## src/hdl/inst_rom.hex

```
// One 32-bit instruction word per line in hex, word 0 at byte address 0x00
A5005C3F
A5015C3E
A5025C3D
A5035C3C
A5045C3B
A5055C3A
A5065C39
A5075C38
A5085C37
A5095C36
A50A5C35
A50B5C34
A50C5C33
A50D5C32
A50E5C31
A50F5C30
A5105C2F
A5115C2E
A5125C2D
A5135C2C
A5145C2B
A5155C2A
A5165C29
A5175C28
A5185C27
A5195C26
A51A5C25
A51B5C24
A51C5C23
A51D5C22
A51E5C21
A51F5C20
A5205C1F
A5215C1E
A5225C1D
A5235C1C
A5245C1B
A5255C1A
A5265C19
A5275C18
A5285C17
A5295C16
A52A5C15
A52B5C14
A52C5C13
A52D5C12
A52E5C11
A52F5C10
A5305C0F
A5315C0E
A5325C0D
A5335C0C
A5345C0B
A5355C0A
A5365C09
A5375C08
A5385C07
A5395C06
A53A5C05
A53B5C04
A53C5C03
A53D5C02
A53E5C01
A53F5C00
```

## src/hdl/mem_msg_pkg.sv

```systemverilog
// Memory message definitions shared by requester and memory model
// Op codes and field widths of the request and response

`default_nettype none

package mem_msg_pkg;

  // ----------------------------------------
  // Op codes
  // ----------------------------------------

  // One bit is enough for the two ops
  typedef enum logic {
    MEM_MSG_READ  = 1'b0,
    MEM_MSG_WRITE = 1'b1
  } mem_op_t;

  // ----------------------------------------
  // Field widths
  // ----------------------------------------

  localparam int mem_addr_bits = 32;
  localparam int mem_data_bits = 32;

  // Byte count, zero stands for a full word
  localparam int mem_len_bits  = 4;

endpackage

`default_nettype wire

```

## src/hdl/fetch_pkg.sv

```systemverilog
// Fetch stage constants
// Reset address, instruction width, address step

`default_nettype none

package fetch_pkg;

  // ----------------------------------------
  // Fetch address stream
  // ----------------------------------------

  // First address after reset
  localparam logic [31:0] fetch_rst_addr = 32'h200;

  // Bytes between consecutive fetches
  localparam int fetch_step = 4;

  // ----------------------------------------
  // Instruction word
  // ----------------------------------------

  localparam int inst_bits = 32;

endpackage

`default_nettype wire

```

## src/hdl/seq_num_gen.sv

```systemverilog
// Sequence number allocator
// Hands out numbers in order, reclaims oldest ones on commit pulses

`default_nettype none
`timescale 1ns/1ps

module seq_num_gen #(
  parameter int seq_num_bits  = 3,
  parameter int reclaim_width = 2
) (
  input  logic                     clk,
  input  logic                     rst,

  // Allocation handshake
  input  logic                     alloc_rdy,
  output logic                     alloc_val,
  output logic [seq_num_bits-1:0]  alloc_seq_num,

  // One pulse per retired instruction, lane 0 first
  input  logic [reclaim_width-1:0] commit_val
);

  // Total numbers available, one bit wider than a number
  localparam logic [seq_num_bits:0] num_seq = {1'b1, {seq_num_bits{1'b0}}};

  logic                     alloc_xfer;
  logic [seq_num_bits-1:0]  head;
  logic [seq_num_bits:0]    count;
  logic [seq_num_bits:0]    count_plus;
  logic [seq_num_bits:0]    count_next;
  logic [seq_num_bits:0]    commit_cnt;
  logic [reclaim_width-1:0] commit_inc;

  // ----------------------------------------
  // Allocation side
  // ----------------------------------------

  // Free while anything is left
  assign alloc_val     = (count < num_seq);
  assign alloc_seq_num = head;
  assign alloc_xfer    = alloc_val & alloc_rdy;

  // Head wraps at the number width
  always_ff @(posedge clk) begin
    if (rst) begin
      head <= '0;
    end else if (alloc_xfer) begin
      head <= head + 1'b1;
    end
  end

  // ----------------------------------------
  // Reclaim side
  // ----------------------------------------

  // Number of set commit lanes
  always_comb begin
    commit_cnt = '0;
    for (int i = 0; i < reclaim_width; i++) begin
      commit_cnt = commit_cnt + {{seq_num_bits{1'b0}}, commit_val[i]};
    end
  end

  // Oldest numbers go first, so a count is all that is needed
  assign count_plus = count + {{seq_num_bits{1'b0}}, alloc_xfer};
  assign count_next = count_plus - commit_cnt;

  // Freed slots usable the next cycle
  always_ff @(posedge clk) begin
    if (rst) begin
      count <= '0;
    end else begin
      count <= count_next;
    end
  end

  // ----------------------------------------
  // Checks
  // ----------------------------------------

  // Used for the lane contiguity check
  assign commit_inc = commit_val + 1'b1;

  // Commit side never retires more than is outstanding
  a_no_underflow : assert property (
    @(posedge clk) disable iff (rst)
    commit_cnt <= count_plus
  ) else $error("seq_num_gen: commit count exceeds outstanding numbers");

  // Lanes fill from lane 0 upward with no gaps
  a_lanes_contig : assert property (
    @(posedge clk) disable iff (rst)
    (commit_inc & commit_val) == '0
  ) else $error("seq_num_gen: commit lanes not contiguous from lane 0");

endmodule

`default_nettype wire

```

## src/hdl/fetch_unit.sv

```systemverilog
// Fetch unit front end
// Sequential read requests with an in-flight limit
// Responses joined with sequence numbers and passed to decode

`default_nettype none
`timescale 1ns/1ps

module fetch_unit
  import mem_msg_pkg::*, fetch_pkg::*;
#(
  parameter int opaq_bits    = 2,
  parameter int seq_num_bits = 3
) (
  input  logic                     clk,
  input  logic                     rst,

  // Memory request
  output logic                     mem_req_val,
  output mem_op_t                  mem_req_op,
  output logic [mem_addr_bits-1:0] mem_req_addr,
  output logic [opaq_bits-1:0]     mem_req_opaque,
  output logic [mem_len_bits-1:0]  mem_req_len,
  output logic [mem_data_bits-1:0] mem_req_data,
  input  logic                     mem_req_rdy,

  // Memory response
  input  logic                     mem_resp_val,
  input  mem_op_t                  mem_resp_op,
  input  logic [mem_addr_bits-1:0] mem_resp_addr,
  input  logic [opaq_bits-1:0]     mem_resp_opaque,
  input  logic [mem_len_bits-1:0]  mem_resp_len,
  input  logic [mem_data_bits-1:0] mem_resp_data,
  output logic                     mem_resp_rdy,

  // Decode
  output logic                     d_val,
  output logic [mem_addr_bits-1:0] d_pc,
  output logic [inst_bits-1:0]     d_inst,
  output logic [seq_num_bits-1:0]  d_seq_num,
  input  logic                     d_rdy,

  // Sequence number allocator
  input  logic                     alloc_val,
  input  logic [seq_num_bits-1:0]  alloc_seq_num,
  output logic                     alloc_rdy
);

  // Limit on outstanding requests
  localparam logic [opaq_bits:0] max_in_flight = {1'b1, {opaq_bits{1'b0}}};

  logic                     memreq_xfer;
  logic                     memresp_xfer;
  logic [opaq_bits:0]       in_flight;
  logic [opaq_bits:0]       in_flight_next;
  logic [mem_addr_bits-1:0] curr_addr;

  assign memreq_xfer  = mem_req_val & mem_req_rdy;
  assign memresp_xfer = mem_resp_val & mem_resp_rdy;

  // ----------------------------------------
  // In-flight tracking
  // ----------------------------------------

  // Both transfers in one cycle cancel out
  always_comb begin
    in_flight_next = in_flight;
    if (memreq_xfer && !memresp_xfer) begin
      in_flight_next = in_flight + 1'b1;
    end
    if (memresp_xfer && !memreq_xfer) begin
      in_flight_next = in_flight - 1'b1;
    end
  end

  always_ff @(posedge clk) begin
    if (rst) begin
      in_flight <= '0;
    end else begin
      in_flight <= in_flight_next;
    end
  end

  // ----------------------------------------
  // Request address
  // ----------------------------------------

  always_ff @(posedge clk) begin
    if (rst) begin
      curr_addr <= fetch_rst_addr;
    end else if (memreq_xfer) begin
      curr_addr <= curr_addr + mem_addr_bits'(fetch_step);
    end
  end

  // Always full-word reads with opaque 0
  assign mem_req_val    = (in_flight < max_in_flight);
  assign mem_req_op     = MEM_MSG_READ;
  assign mem_req_addr   = curr_addr;
  assign mem_req_opaque = '0;
  assign mem_req_len    = '0;
  assign mem_req_data   = '0;

  // ----------------------------------------
  // Response to decode
  // ----------------------------------------

  // Straight through with no added latency
  assign mem_resp_rdy = d_rdy & alloc_val;
  assign d_val        = mem_resp_val & alloc_val;
  assign d_pc         = mem_resp_addr;
  assign d_inst       = mem_resp_data;
  assign d_seq_num    = alloc_seq_num;

  // Allocation coincides with the decode transfer
  assign alloc_rdy    = d_rdy & mem_resp_val;

  // ----------------------------------------
  // Checks
  // ----------------------------------------

  // A response needs an earlier request
  a_in_flight_min : assert property (
    @(posedge clk) disable iff (rst)
    memresp_xfer |-> (in_flight != '0)
  ) else $error("fetch_unit: response with nothing in flight");

  // Memory answers with what was asked for
  a_resp_read : assert property (
    @(posedge clk) disable iff (rst)
    mem_resp_val |-> (mem_resp_op == MEM_MSG_READ) && (mem_resp_len == '0) &&
                     (mem_resp_opaque == '0)
  ) else $error("fetch_unit: unexpected response op, length or opaque");

endmodule

`default_nettype wire

```

## src/hdl/inst_mem.sv

```systemverilog
// Instruction memory model
// 64-word ROM, fixed latency pipeline, response FIFO with back-pressure

`default_nettype none
`timescale 1ns/1ps

module inst_mem
  import mem_msg_pkg::*;
#(
  parameter int opaq_bits   = 2,
  parameter int mem_latency = 2
) (
  input  logic                     clk,
  input  logic                     rst,

  // Request
  input  logic                     mem_req_val,
  input  mem_op_t                  mem_req_op,
  input  logic [mem_addr_bits-1:0] mem_req_addr,
  input  logic [opaq_bits-1:0]     mem_req_opaque,
  input  logic [mem_len_bits-1:0]  mem_req_len,
  input  logic [mem_data_bits-1:0] mem_req_data,
  output logic                     mem_req_rdy,

  // Response
  output logic                     mem_resp_val,
  output mem_op_t                  mem_resp_op,
  output logic [mem_addr_bits-1:0] mem_resp_addr,
  output logic [opaq_bits-1:0]     mem_resp_opaque,
  output logic [mem_len_bits-1:0]  mem_resp_len,
  output logic [mem_data_bits-1:0] mem_resp_data,
  input  logic                     mem_resp_rdy
);

  localparam logic [opaq_bits:0] depth = {1'b1, {opaq_bits{1'b0}}};

  logic                     req_xfer;
  logic                     resp_xfer;
  logic                     fifo_wr;
  logic [opaq_bits:0]       occupancy;
  logic [opaq_bits:0]       fifo_cnt;
  logic [opaq_bits-1:0]     wr_ptr;
  logic [opaq_bits-1:0]     rd_ptr;

  // Word array, addresses wrap every 256 bytes
  logic [mem_data_bits-1:0] rom [64];

  // Delay line stages
  logic                     pipe_val    [mem_latency];
  logic [mem_data_bits-1:0] pipe_data   [mem_latency];
  logic [mem_addr_bits-1:0] pipe_addr   [mem_latency];
  logic [opaq_bits-1:0]     pipe_opaque [mem_latency];

  // Response queue storage
  logic [mem_data_bits-1:0] fifo_data   [1 << opaq_bits];
  logic [mem_addr_bits-1:0] fifo_addr   [1 << opaq_bits];
  logic [opaq_bits-1:0]     fifo_opaque [1 << opaq_bits];

  initial begin
    $readmemh("/design/src/hdl/inst_rom.hex", rom);
  end

  assign req_xfer  = mem_req_val & mem_req_rdy;
  assign resp_xfer = mem_resp_val & mem_resp_rdy;
  assign fifo_wr   = pipe_val[mem_latency-1];

  // ----------------------------------------
  // Credit count over pipeline and FIFO
  // ----------------------------------------

  // No accept unless a queue slot is guaranteed
  assign mem_req_rdy = (occupancy < depth);

  always_ff @(posedge clk) begin
    if (rst) begin
      occupancy <= '0;
    end else if (req_xfer && !resp_xfer) begin
      occupancy <= occupancy + 1'b1;
    end else if (resp_xfer && !req_xfer) begin
      occupancy <= occupancy - 1'b1;
    end
  end

  // ----------------------------------------
  // Latency pipeline
  // ----------------------------------------

  // Valid bits cleared on reset
  always_ff @(posedge clk) begin
    if (rst) begin
      for (int i = 0; i < mem_latency; i++) begin
        pipe_val[i] <= 1'b0;
      end
    end else begin
      pipe_val[0] <= req_xfer;
      for (int i = 1; i < mem_latency; i++) begin
        pipe_val[i] <= pipe_val[i-1];
      end
    end
  end

  // Payload, ROM read at request time
  always_ff @(posedge clk) begin
    pipe_data[0]   <= rom[mem_req_addr[7:2]];
    pipe_addr[0]   <= mem_req_addr;
    pipe_opaque[0] <= mem_req_opaque;
    for (int i = 1; i < mem_latency; i++) begin
      pipe_data[i]   <= pipe_data[i-1];
      pipe_addr[i]   <= pipe_addr[i-1];
      pipe_opaque[i] <= pipe_opaque[i-1];
    end
  end

  // ----------------------------------------
  // Response FIFO
  // ----------------------------------------

  always_ff @(posedge clk) begin
    if (rst) begin
      wr_ptr   <= '0;
      rd_ptr   <= '0;
      fifo_cnt <= '0;
    end else begin
      if (fifo_wr) begin
        wr_ptr <= wr_ptr + 1'b1;
      end
      if (resp_xfer) begin
        rd_ptr <= rd_ptr + 1'b1;
      end
      if (fifo_wr && !resp_xfer) begin
        fifo_cnt <= fifo_cnt + 1'b1;
      end else if (resp_xfer && !fifo_wr) begin
        fifo_cnt <= fifo_cnt - 1'b1;
      end
    end
  end

  always_ff @(posedge clk) begin
    if (fifo_wr) begin
      fifo_data[wr_ptr]   <= pipe_data[mem_latency-1];
      fifo_addr[wr_ptr]   <= pipe_addr[mem_latency-1];
      fifo_opaque[wr_ptr] <= pipe_opaque[mem_latency-1];
    end
  end

  // Head of queue, held until taken
  assign mem_resp_val    = (fifo_cnt != '0);
  assign mem_resp_op     = MEM_MSG_READ;
  assign mem_resp_addr   = fifo_addr[rd_ptr];
  assign mem_resp_opaque = fifo_opaque[rd_ptr];
  assign mem_resp_len    = '0;
  assign mem_resp_data   = fifo_data[rd_ptr];

  // ----------------------------------------
  // Checks
  // ----------------------------------------

  // Credits must keep the queue from overflowing
  a_fifo_overflow : assert property (
    @(posedge clk) disable iff (rst)
    (fifo_wr && !resp_xfer) |-> (fifo_cnt < depth)
  ) else $error("inst_mem: response FIFO overflow");

  // Only clean full-word reads are modeled
  a_req_read : assert property (
    @(posedge clk) disable iff (rst)
    mem_req_val |-> (mem_req_op == MEM_MSG_READ) && (mem_req_len == '0) &&
                    !$isunknown(mem_req_data)
  ) else $error("inst_mem: request is not a full-word read");

endmodule

`default_nettype wire

```

## src/hdl/fetch_top.sv

```systemverilog
// Fetch top level
// Fetch unit, sequence number allocator and instruction memory

`default_nettype none
`timescale 1ns/1ps

module fetch_top
  import mem_msg_pkg::*, fetch_pkg::*;
#(
  parameter int opaq_bits     = 2,
  parameter int seq_num_bits  = 3,
  parameter int reclaim_width = 2,
  parameter int mem_latency   = 2
) (
  input  logic                     clk,
  input  logic                     rst,

  // Decode
  output logic                     d_val,
  output logic [mem_addr_bits-1:0] d_pc,
  output logic [inst_bits-1:0]     d_inst,
  output logic [seq_num_bits-1:0]  d_seq_num,
  input  logic                     d_rdy,

  // Commit pulses
  input  logic [reclaim_width-1:0] commit_val
);

  // ----------------------------------------
  // Memory request and response
  // ----------------------------------------

  logic                     mem_req_val;
  mem_op_t                  mem_req_op;
  logic [mem_addr_bits-1:0] mem_req_addr;
  logic [opaq_bits-1:0]     mem_req_opaque;
  logic [mem_len_bits-1:0]  mem_req_len;
  logic [mem_data_bits-1:0] mem_req_data;
  logic                     mem_req_rdy;

  logic                     mem_resp_val;
  mem_op_t                  mem_resp_op;
  logic [mem_addr_bits-1:0] mem_resp_addr;
  logic [opaq_bits-1:0]     mem_resp_opaque;
  logic [mem_len_bits-1:0]  mem_resp_len;
  logic [mem_data_bits-1:0] mem_resp_data;
  logic                     mem_resp_rdy;

  // Allocator link
  logic                     alloc_val;
  logic [seq_num_bits-1:0]  alloc_seq_num;
  logic                     alloc_rdy;

  fetch_unit #(
    .opaq_bits    (opaq_bits),
    .seq_num_bits (seq_num_bits)
  ) u_fetch_unit (
    .clk             (clk),
    .rst             (rst),
    .mem_req_val     (mem_req_val),
    .mem_req_op      (mem_req_op),
    .mem_req_addr    (mem_req_addr),
    .mem_req_opaque  (mem_req_opaque),
    .mem_req_len     (mem_req_len),
    .mem_req_data    (mem_req_data),
    .mem_req_rdy     (mem_req_rdy),
    .mem_resp_val    (mem_resp_val),
    .mem_resp_op     (mem_resp_op),
    .mem_resp_addr   (mem_resp_addr),
    .mem_resp_opaque (mem_resp_opaque),
    .mem_resp_len    (mem_resp_len),
    .mem_resp_data   (mem_resp_data),
    .mem_resp_rdy    (mem_resp_rdy),
    .d_val           (d_val),
    .d_pc            (d_pc),
    .d_inst          (d_inst),
    .d_seq_num       (d_seq_num),
    .d_rdy           (d_rdy),
    .alloc_val       (alloc_val),
    .alloc_seq_num   (alloc_seq_num),
    .alloc_rdy       (alloc_rdy)
  );

  seq_num_gen #(
    .seq_num_bits  (seq_num_bits),
    .reclaim_width (reclaim_width)
  ) u_seq_num_gen (
    .clk           (clk),
    .rst           (rst),
    .alloc_rdy     (alloc_rdy),
    .alloc_val     (alloc_val),
    .alloc_seq_num (alloc_seq_num),
    .commit_val    (commit_val)
  );

  inst_mem #(
    .opaq_bits   (opaq_bits),
    .mem_latency (mem_latency)
  ) u_inst_mem (
    .clk             (clk),
    .rst             (rst),
    .mem_req_val     (mem_req_val),
    .mem_req_op      (mem_req_op),
    .mem_req_addr    (mem_req_addr),
    .mem_req_opaque  (mem_req_opaque),
    .mem_req_len     (mem_req_len),
    .mem_req_data    (mem_req_data),
    .mem_req_rdy     (mem_req_rdy),
    .mem_resp_val    (mem_resp_val),
    .mem_resp_op     (mem_resp_op),
    .mem_resp_addr   (mem_resp_addr),
    .mem_resp_opaque (mem_resp_opaque),
    .mem_resp_len    (mem_resp_len),
    .mem_resp_data   (mem_resp_data),
    .mem_resp_rdy    (mem_resp_rdy)
  );

endmodule

`default_nettype wire

```

## config.mk

```make
export PLATFORM = sky130hd
export DESIGN_NAME = fetch_top
export DESIGN_NICKNAME = d
export VERILOG_FILES = /design/src/hdl/mem_msg_pkg.sv /design/src/hdl/fetch_pkg.sv /design/src/hdl/seq_num_gen.sv /design/src/hdl/fetch_unit.sv /design/src/hdl/inst_mem.sv /design/src/hdl/fetch_top.sv
export SDC_FILE = /design/constraint.sdc
export NUM_CORES = 1
export LEC_CHECK = 0
export ABC_AREA = 1
export BUFFER_PORTS_ARGS = -buffer_cell sky130_fd_sc_hd__buf_2
export CAP_MARGIN = 10
export CORE_MARGIN = 10
export CORE_UTILIZATION = 63
export CTS_CLUSTER_DIAMETER = 200
export DETAILED_ROUTE_END_ITERATION = 10
export PLACE_DENSITY = 0.86
export SLEW_MARGIN = 10
export SYNTH_ARGS = -nofsm -noshare
export SYNTH_HDL_FRONTEND = slang
export SYNTH_SLANG_ARGS = --single-unit
export TNS_END_PERCENT = 30
```

## constraint.sdc

```tcl
create_clock -name clk -period 4.9 [get_ports clk]
set_input_delay 0.98 -clock clk [delete_from_list [all_inputs] [get_ports clk]]
set_output_delay 0.98 -clock clk [all_outputs]
set_load 0.01 [all_outputs]
```

Word level (Yosys, flattened, before mapping):

Memories as Yosys holds them, arrays and structs flattened. A register that Yosys moved wholly into a read port is not among the register bits.
Cells that the tools add are included.

* register bits: 52
* memory bits (writable): 386
* input bits: 5
* logic and storage cells: 64
* memories kept: 5

Memory list
* u_inst_mem.fifo_addr: words 4, width 32, rd ports 1, clocked after Yosys merged registers in 1, wr ports 1, line inst_mem.sv:56 `logic [mem_addr_bits-1:0] fifo_addr [1 << opaq_bits];`
* u_inst_mem.fifo_data: words 4, width 32, rd ports 1, clocked after Yosys merged registers in 1, wr ports 1, line inst_mem.sv:55 `logic [mem_data_bits-1:0] fifo_data [1 << opaq_bits];`
* u_inst_mem.pipe_addr: words 2, width 32, rd ports 2, clocked after Yosys merged registers in 0, wr ports 2, line inst_mem.sv:51 `logic [mem_addr_bits-1:0] pipe_addr [mem_latency];`
* u_inst_mem.pipe_data: words 2, width 32, rd ports 2, clocked after Yosys merged registers in 0, wr ports 2, line inst_mem.sv:50 `logic [mem_data_bits-1:0] pipe_data [mem_latency];`
* u_inst_mem.pipe_val: words 2, width 1, rd ports 2, clocked after Yosys merged registers in 0, wr ports 2, line inst_mem.sv:49 `logic pipe_val [mem_latency];`

* reductions and logical operators: 10
* multiplexer cells: 17
* bitwise operators: 8
* $lt $le $gt $ge: 3
* add/subtract/negate cells: 13

Operators with widths (number)
* $add A32 B3 Y32 const B: 1
* $mux W3: 6
* $add A3 B1 Y3 const B: 4
* $sub A3 B1 Y3 const B: 3
* $mux W2: 4
* $mux W1: 7
* $and A1 B1 Y1: 6
* $lt A3 B3 Y1 const B: 2
* $add A2 B1 Y2 const B: 2
* $add A4 B1 Y4: 1
* $logic_and A1 B1 Y1: 4
* $lt A4 B4 Y1 const B: 1
* $reduce_bool A2 Y1: 2
* $sub A4 B4 Y4: 1
* $logic_not A1 Y1: 3
* $reduce_bool A3 Y1: 1
* $add A1 B1 Y2: 1
* $or A1 B1 Y1: 2

Longest topological paths before layout:

* depth after elaboration: 7
* mapped depth: 11

Modules after synthesis:

Synthesis repeated with hierarchy kept, for this count alone.

* cells, all modules: 953
* area, all modules: 10553.9 um^2

Modules (own cells, without submodules)
* inst_mem: area each 7569.8 um^2, times used 1, cells each 526, seq. area each 5725.5 um^2
* fetch_unit: area each 2608.8 um^2, times used 1, cells each 380, seq. area each 660.6 um^2
* seq_num_gen: area each 375.4 um^2, times used 1, cells each 47, seq. area each 140.1 um^2

Worst setup path after synthesis:

Ideal clock, no wire load.

* path type: in2reg
* from: in commit_val[0]
* to: reg u_seq_num_gen.count[2]
* path buffers: 0
* library setup time: 0.128 ns
* setup slack: 2.469 ns
* stages on the path: 8
* data arrival time: 2.304 ns
* path through: ha_1 ha_1 inv_1 ha_1 inv_1 fa_1 xor2_1 nor2_1

* cells in the longest elaborated chain, start to end: 2

Ends and longest elaborated chain
* start: declaration: line fetch_top.sv:26 `input logic [reclaim_width-1:0] commit_val`
* $add A1 B1 Y2: line seq_num_gen.sv:60 `commit_cnt = commit_cnt + {{seq_num_bits{1'b0}}, commit_val[i]};`
* $sub A4 B4 Y4: line seq_num_gen.sv:66 `assign count_next = count_plus - commit_cnt;`
* end signal: assignment: line seq_num_gen.sv:73 `count <= count_next;`
* end: declaration: line seq_num_gen.sv:28 `logic [seq_num_bits:0] count;`

Every way passes these cells.
A chain may end at the register's enable or synchronous reset.

==> impl_metrics.tcl <==
set metrics [dict create \
    status "complete, no violations" \
    hold_violations 0 \
    initial_core_util_pct 64.9 \
    synth_area_per_cell_um2 11.2 \
    tightest_slew_ns 0.982 \
    clk_transition_reported_paths_ns 0.06 \
    grt_overflow 0 \
    hpwl_um 9990 \
    dieArea_um2 18900 \
    cts_setup_buffers 0 \
    first_global_vias 5250 \
    ys_seq_area_share_pct 67.7 \
    numCtsBuffers 22 \
    final_antenna_net_count 0 \
    drtPass1Iterations 7 \
    synthCells 775 \
    p_per_area_nw_per_um2 504 \
    grt_max_degree 61 \
    gp_congestion 0.873 \
    die_h_um 137 \
    dp_cells 971 \
    max_freq_mhz 296 \
    drt_iter0_drc 529 \
    die_x_um 137 \
    cap_violations 0 \
    ioPinCount 73 \
    syn_area_um2 8690 \
    area_growth_syn_to_layout_pct 10.8 \
    num_rows 42 \
    rsz0062_at_grt "false" \
    p_leak_nw 3.70 \
    cts.sinks 234 \
    io_buffers 38 \
    path_class "flip-flop to output port" \
    ys_types 37 \
    grt_first_pass_wirelength_um 26300 \
    post_drt_wl_per_cell_um 16.7 \
    fin_skew_ns 0.00853 \
    crit_fanout 31 \
    crit_required_ns 3.92 \
    finalCritPeriodShare_pct 69.0 \
    drv_slew 0 \
    drive_gt1_share_pct 12.5 \
    grt.total_usage_pct 17.4 \
    tritoncts "yes" \
    cp.arrival_ns 2.40 \
    nets 843 \
    n_fill_cell 878 \
    ir_drop_mv 0.379 \
    clock_path_buffers 3 \
    clock-root-buffer "clkbuf_16" \
    period_minus_slack_ns 3.38 \
    hold_slack_ns 0.323 \
    setup_viol 0 \
    worstSetupStartpointType "flip-flop" \
    hold_path.class "flip-flop to flip-flop" \
    multi_input_area_um2 2340 \
    vias 5505 \
    regArea_um2 5890 \
    drc 0 \
    synth_warnings 0 \
    slew_headroom_pct 34.1 \
    cts.htree.levels 1 \
    hold_buffers 0 \
    postRouteWirelength_um 16800 \
    utilization_pct 71.8 \
    post_cts_resized 0 \
    antenna_found_initial 0 \
    end_kind "output port" \
    clk-insertion-delay-late_ns 0.49 \
    power_mw 4.85 \
    setup_tns_ns 0 \
    core_area_um2 13400 \
    diodes 0 \
    ys_ff_latch 234 \
    fin_cells 1010 \
    vias_per_cell 5.45 \
]
==> state kept, by name (all words and copies together) (netlist names), named ones only <==
register and count:
u_inst_mem.fifo_addr 120, u_fetch_unit.in_flight 3, u_inst_mem.rd_ptr 2, u_fetch_unit.mem_req_addr 30
u_inst_mem.fifo_cnt 3, u_inst_mem.wr_ptr 2, u_inst_mem.pipe_val 2, u_seq_num_gen.count 4
u_inst_mem.occupancy 3, u_inst_mem.pipe_addr 60, u_seq_num_gen.alloc_seq_num 3
==> metal layers <==
layer	GRT usage (%)	part of all wire (%)	routed length, um	vias up
met5	0	0	0	-
met3	2.80	6.9	1160	40
li1	-	-	-	2638
met1	20.9	40	6660	2602
met2	30.7	51	8600	225
met4	6.56	2.4	405	0
==> layout make-up <==
| class | count | share of cell area [%] |
|---|---|---|
| sequential | 234 | 61.2 |
| timing repair buffer | 45 | 2.52 |
| inverter | 63 | 2.46 |
| multi-input combinational | 453 | 24.4 |
| clock inverter | 10 | 0.806 |
| tap | 176 | 2.29 |
| clock buffer | 29 | 6.42 |
==> power breakdown <==
| group | leakage [nW] | internal (mW) | switching, mW | total (mW) |
|---|---|---|---|---|
| Combinational | 1.34 | 0.320 | 0.615 | 0.935 |
| Sequential | 2.02 | 2.22 | 0.0867 | 2.31 |
| Clock | 0.340 | 0.940 | 0.671 | 1.61 |
==> critical path, cell delays in order (launching register included) <==
cell and delay, ns:
dfxtp_1 0.30, buf_4 0.24, inv_1 0.70, o21ai_0 0.31, o22ai_1 0.19, buf_2 0.16
==> cells by family (layout without fill, tap and decap cells) <==
kind of cell / count (synthesis) / count (layout) / share of synthesized area, %
buffers and inverters: 121 / 147 / 6.72
adders and majority gates: 19 / 19 / 3.08
and+or+nand+nor: 249 / 249 / 12.8
xor gates and xnor gates: 8 / 8 / 0.806
AOI/OAI and AO/OA: 143 / 143 / 8.80
other: 1 / 34 / 0.0431
DFF: 234 / 234 / 67.7
==> final timing paths <==
check / depth (start not counted) / to / slack (ns) / start
max: 5 / d_pc[9] / 1.52 / flip-flop
min: 0 / u_inst_mem.pipe_addr[0][41]$_DFF_P_ / 0.32 / u_inst_mem.pipe_addr[0][9]$_DFF_P_
max reg2reg: 10 / u_inst_mem.occupancy[2]$_SDFFE_PP0P_ / 2.62 / u_inst_mem.fifo_cnt[0]$_SDFFE_PP0P_
min reg2reg: 0 / u_inst_mem.pipe_addr[0][41]$_DFF_P_ / 0.32 / u_inst_mem.pipe_addr[0][9]$_DFF_P_
==> cell usage after synthesis, drive strengths merged <==
| library cell | instances | area [um^2] |
|---|---|---|
| a21o | 1 | 7.51 |
| a21oi | 23 | 115 |
| buf | 39 | 277 |
| clkbuf | 19 | 71.3 |
| clkinv | 1 | 3.75 |
| conb | 1 | 3.75 |
| dfxtp | 114 | 2280 |
| edfxtp | 120 | 3600 |
| fa | 4 | 80.1 |
| ha | 15 | 188 |
| inv | 62 | 233 |
| nand2 | 76 | 303 |
| nand3 | 18 | 125 |
| nand3b | 1 | 7.51 |
| nand4 | 5 | 31.3 |
| nor2 | 142 | 602 |
| nor3 | 4 | 20.0 |
| nor3b | 2 | 20.0 |
| o21a | 2 | 15.0 |
| o21ai | 87 | 439 |
| o22ai | 30 | 188 |
| or2 | 1 | 6.26 |
| xnor2 | 1 | 8.76 |
| xor2 | 7 | 61.3 |
==> through the flow <==
step                instance area (um^2)  setup slack [ns]
detailed placement                  8930              2.06
CTS                                 9630              1.53
global route                        9630              1.38
global placement                    8930              2.11
finish                              9630              1.52
floorplan                           8810              2.47
==> layout by cell type, fill, tap and decap left out, drive strengths merged <==
cell | synthesis | routed
o21a | 2 | 2
clkinv | 1 | 8
clkinvlp | 0 | 2
edfxtp | 120 | 120
buf | 39 | 45
nand2 | 76 | 76
a21o | 1 | 1
fa | 4 | 4
a21oi | 23 | 23
dfxtp | 114 | 114
xnor2 | 1 | 1
or2 | 1 | 1
nor2 | 142 | 142
nor3 | 4 | 4
conb | 1 | 34
ha | 15 | 15
nand4 | 5 | 5
nor3b | 2 | 2
nand3 | 18 | 18
bufinv | 0 | 1
o21ai | 87 | 87
inv | 62 | 62
o22ai | 30 | 30
nand3b | 1 | 1
clkbuf | 19 | 29
xor2 | 7 | 7
(Power assumes the default switching activity.)
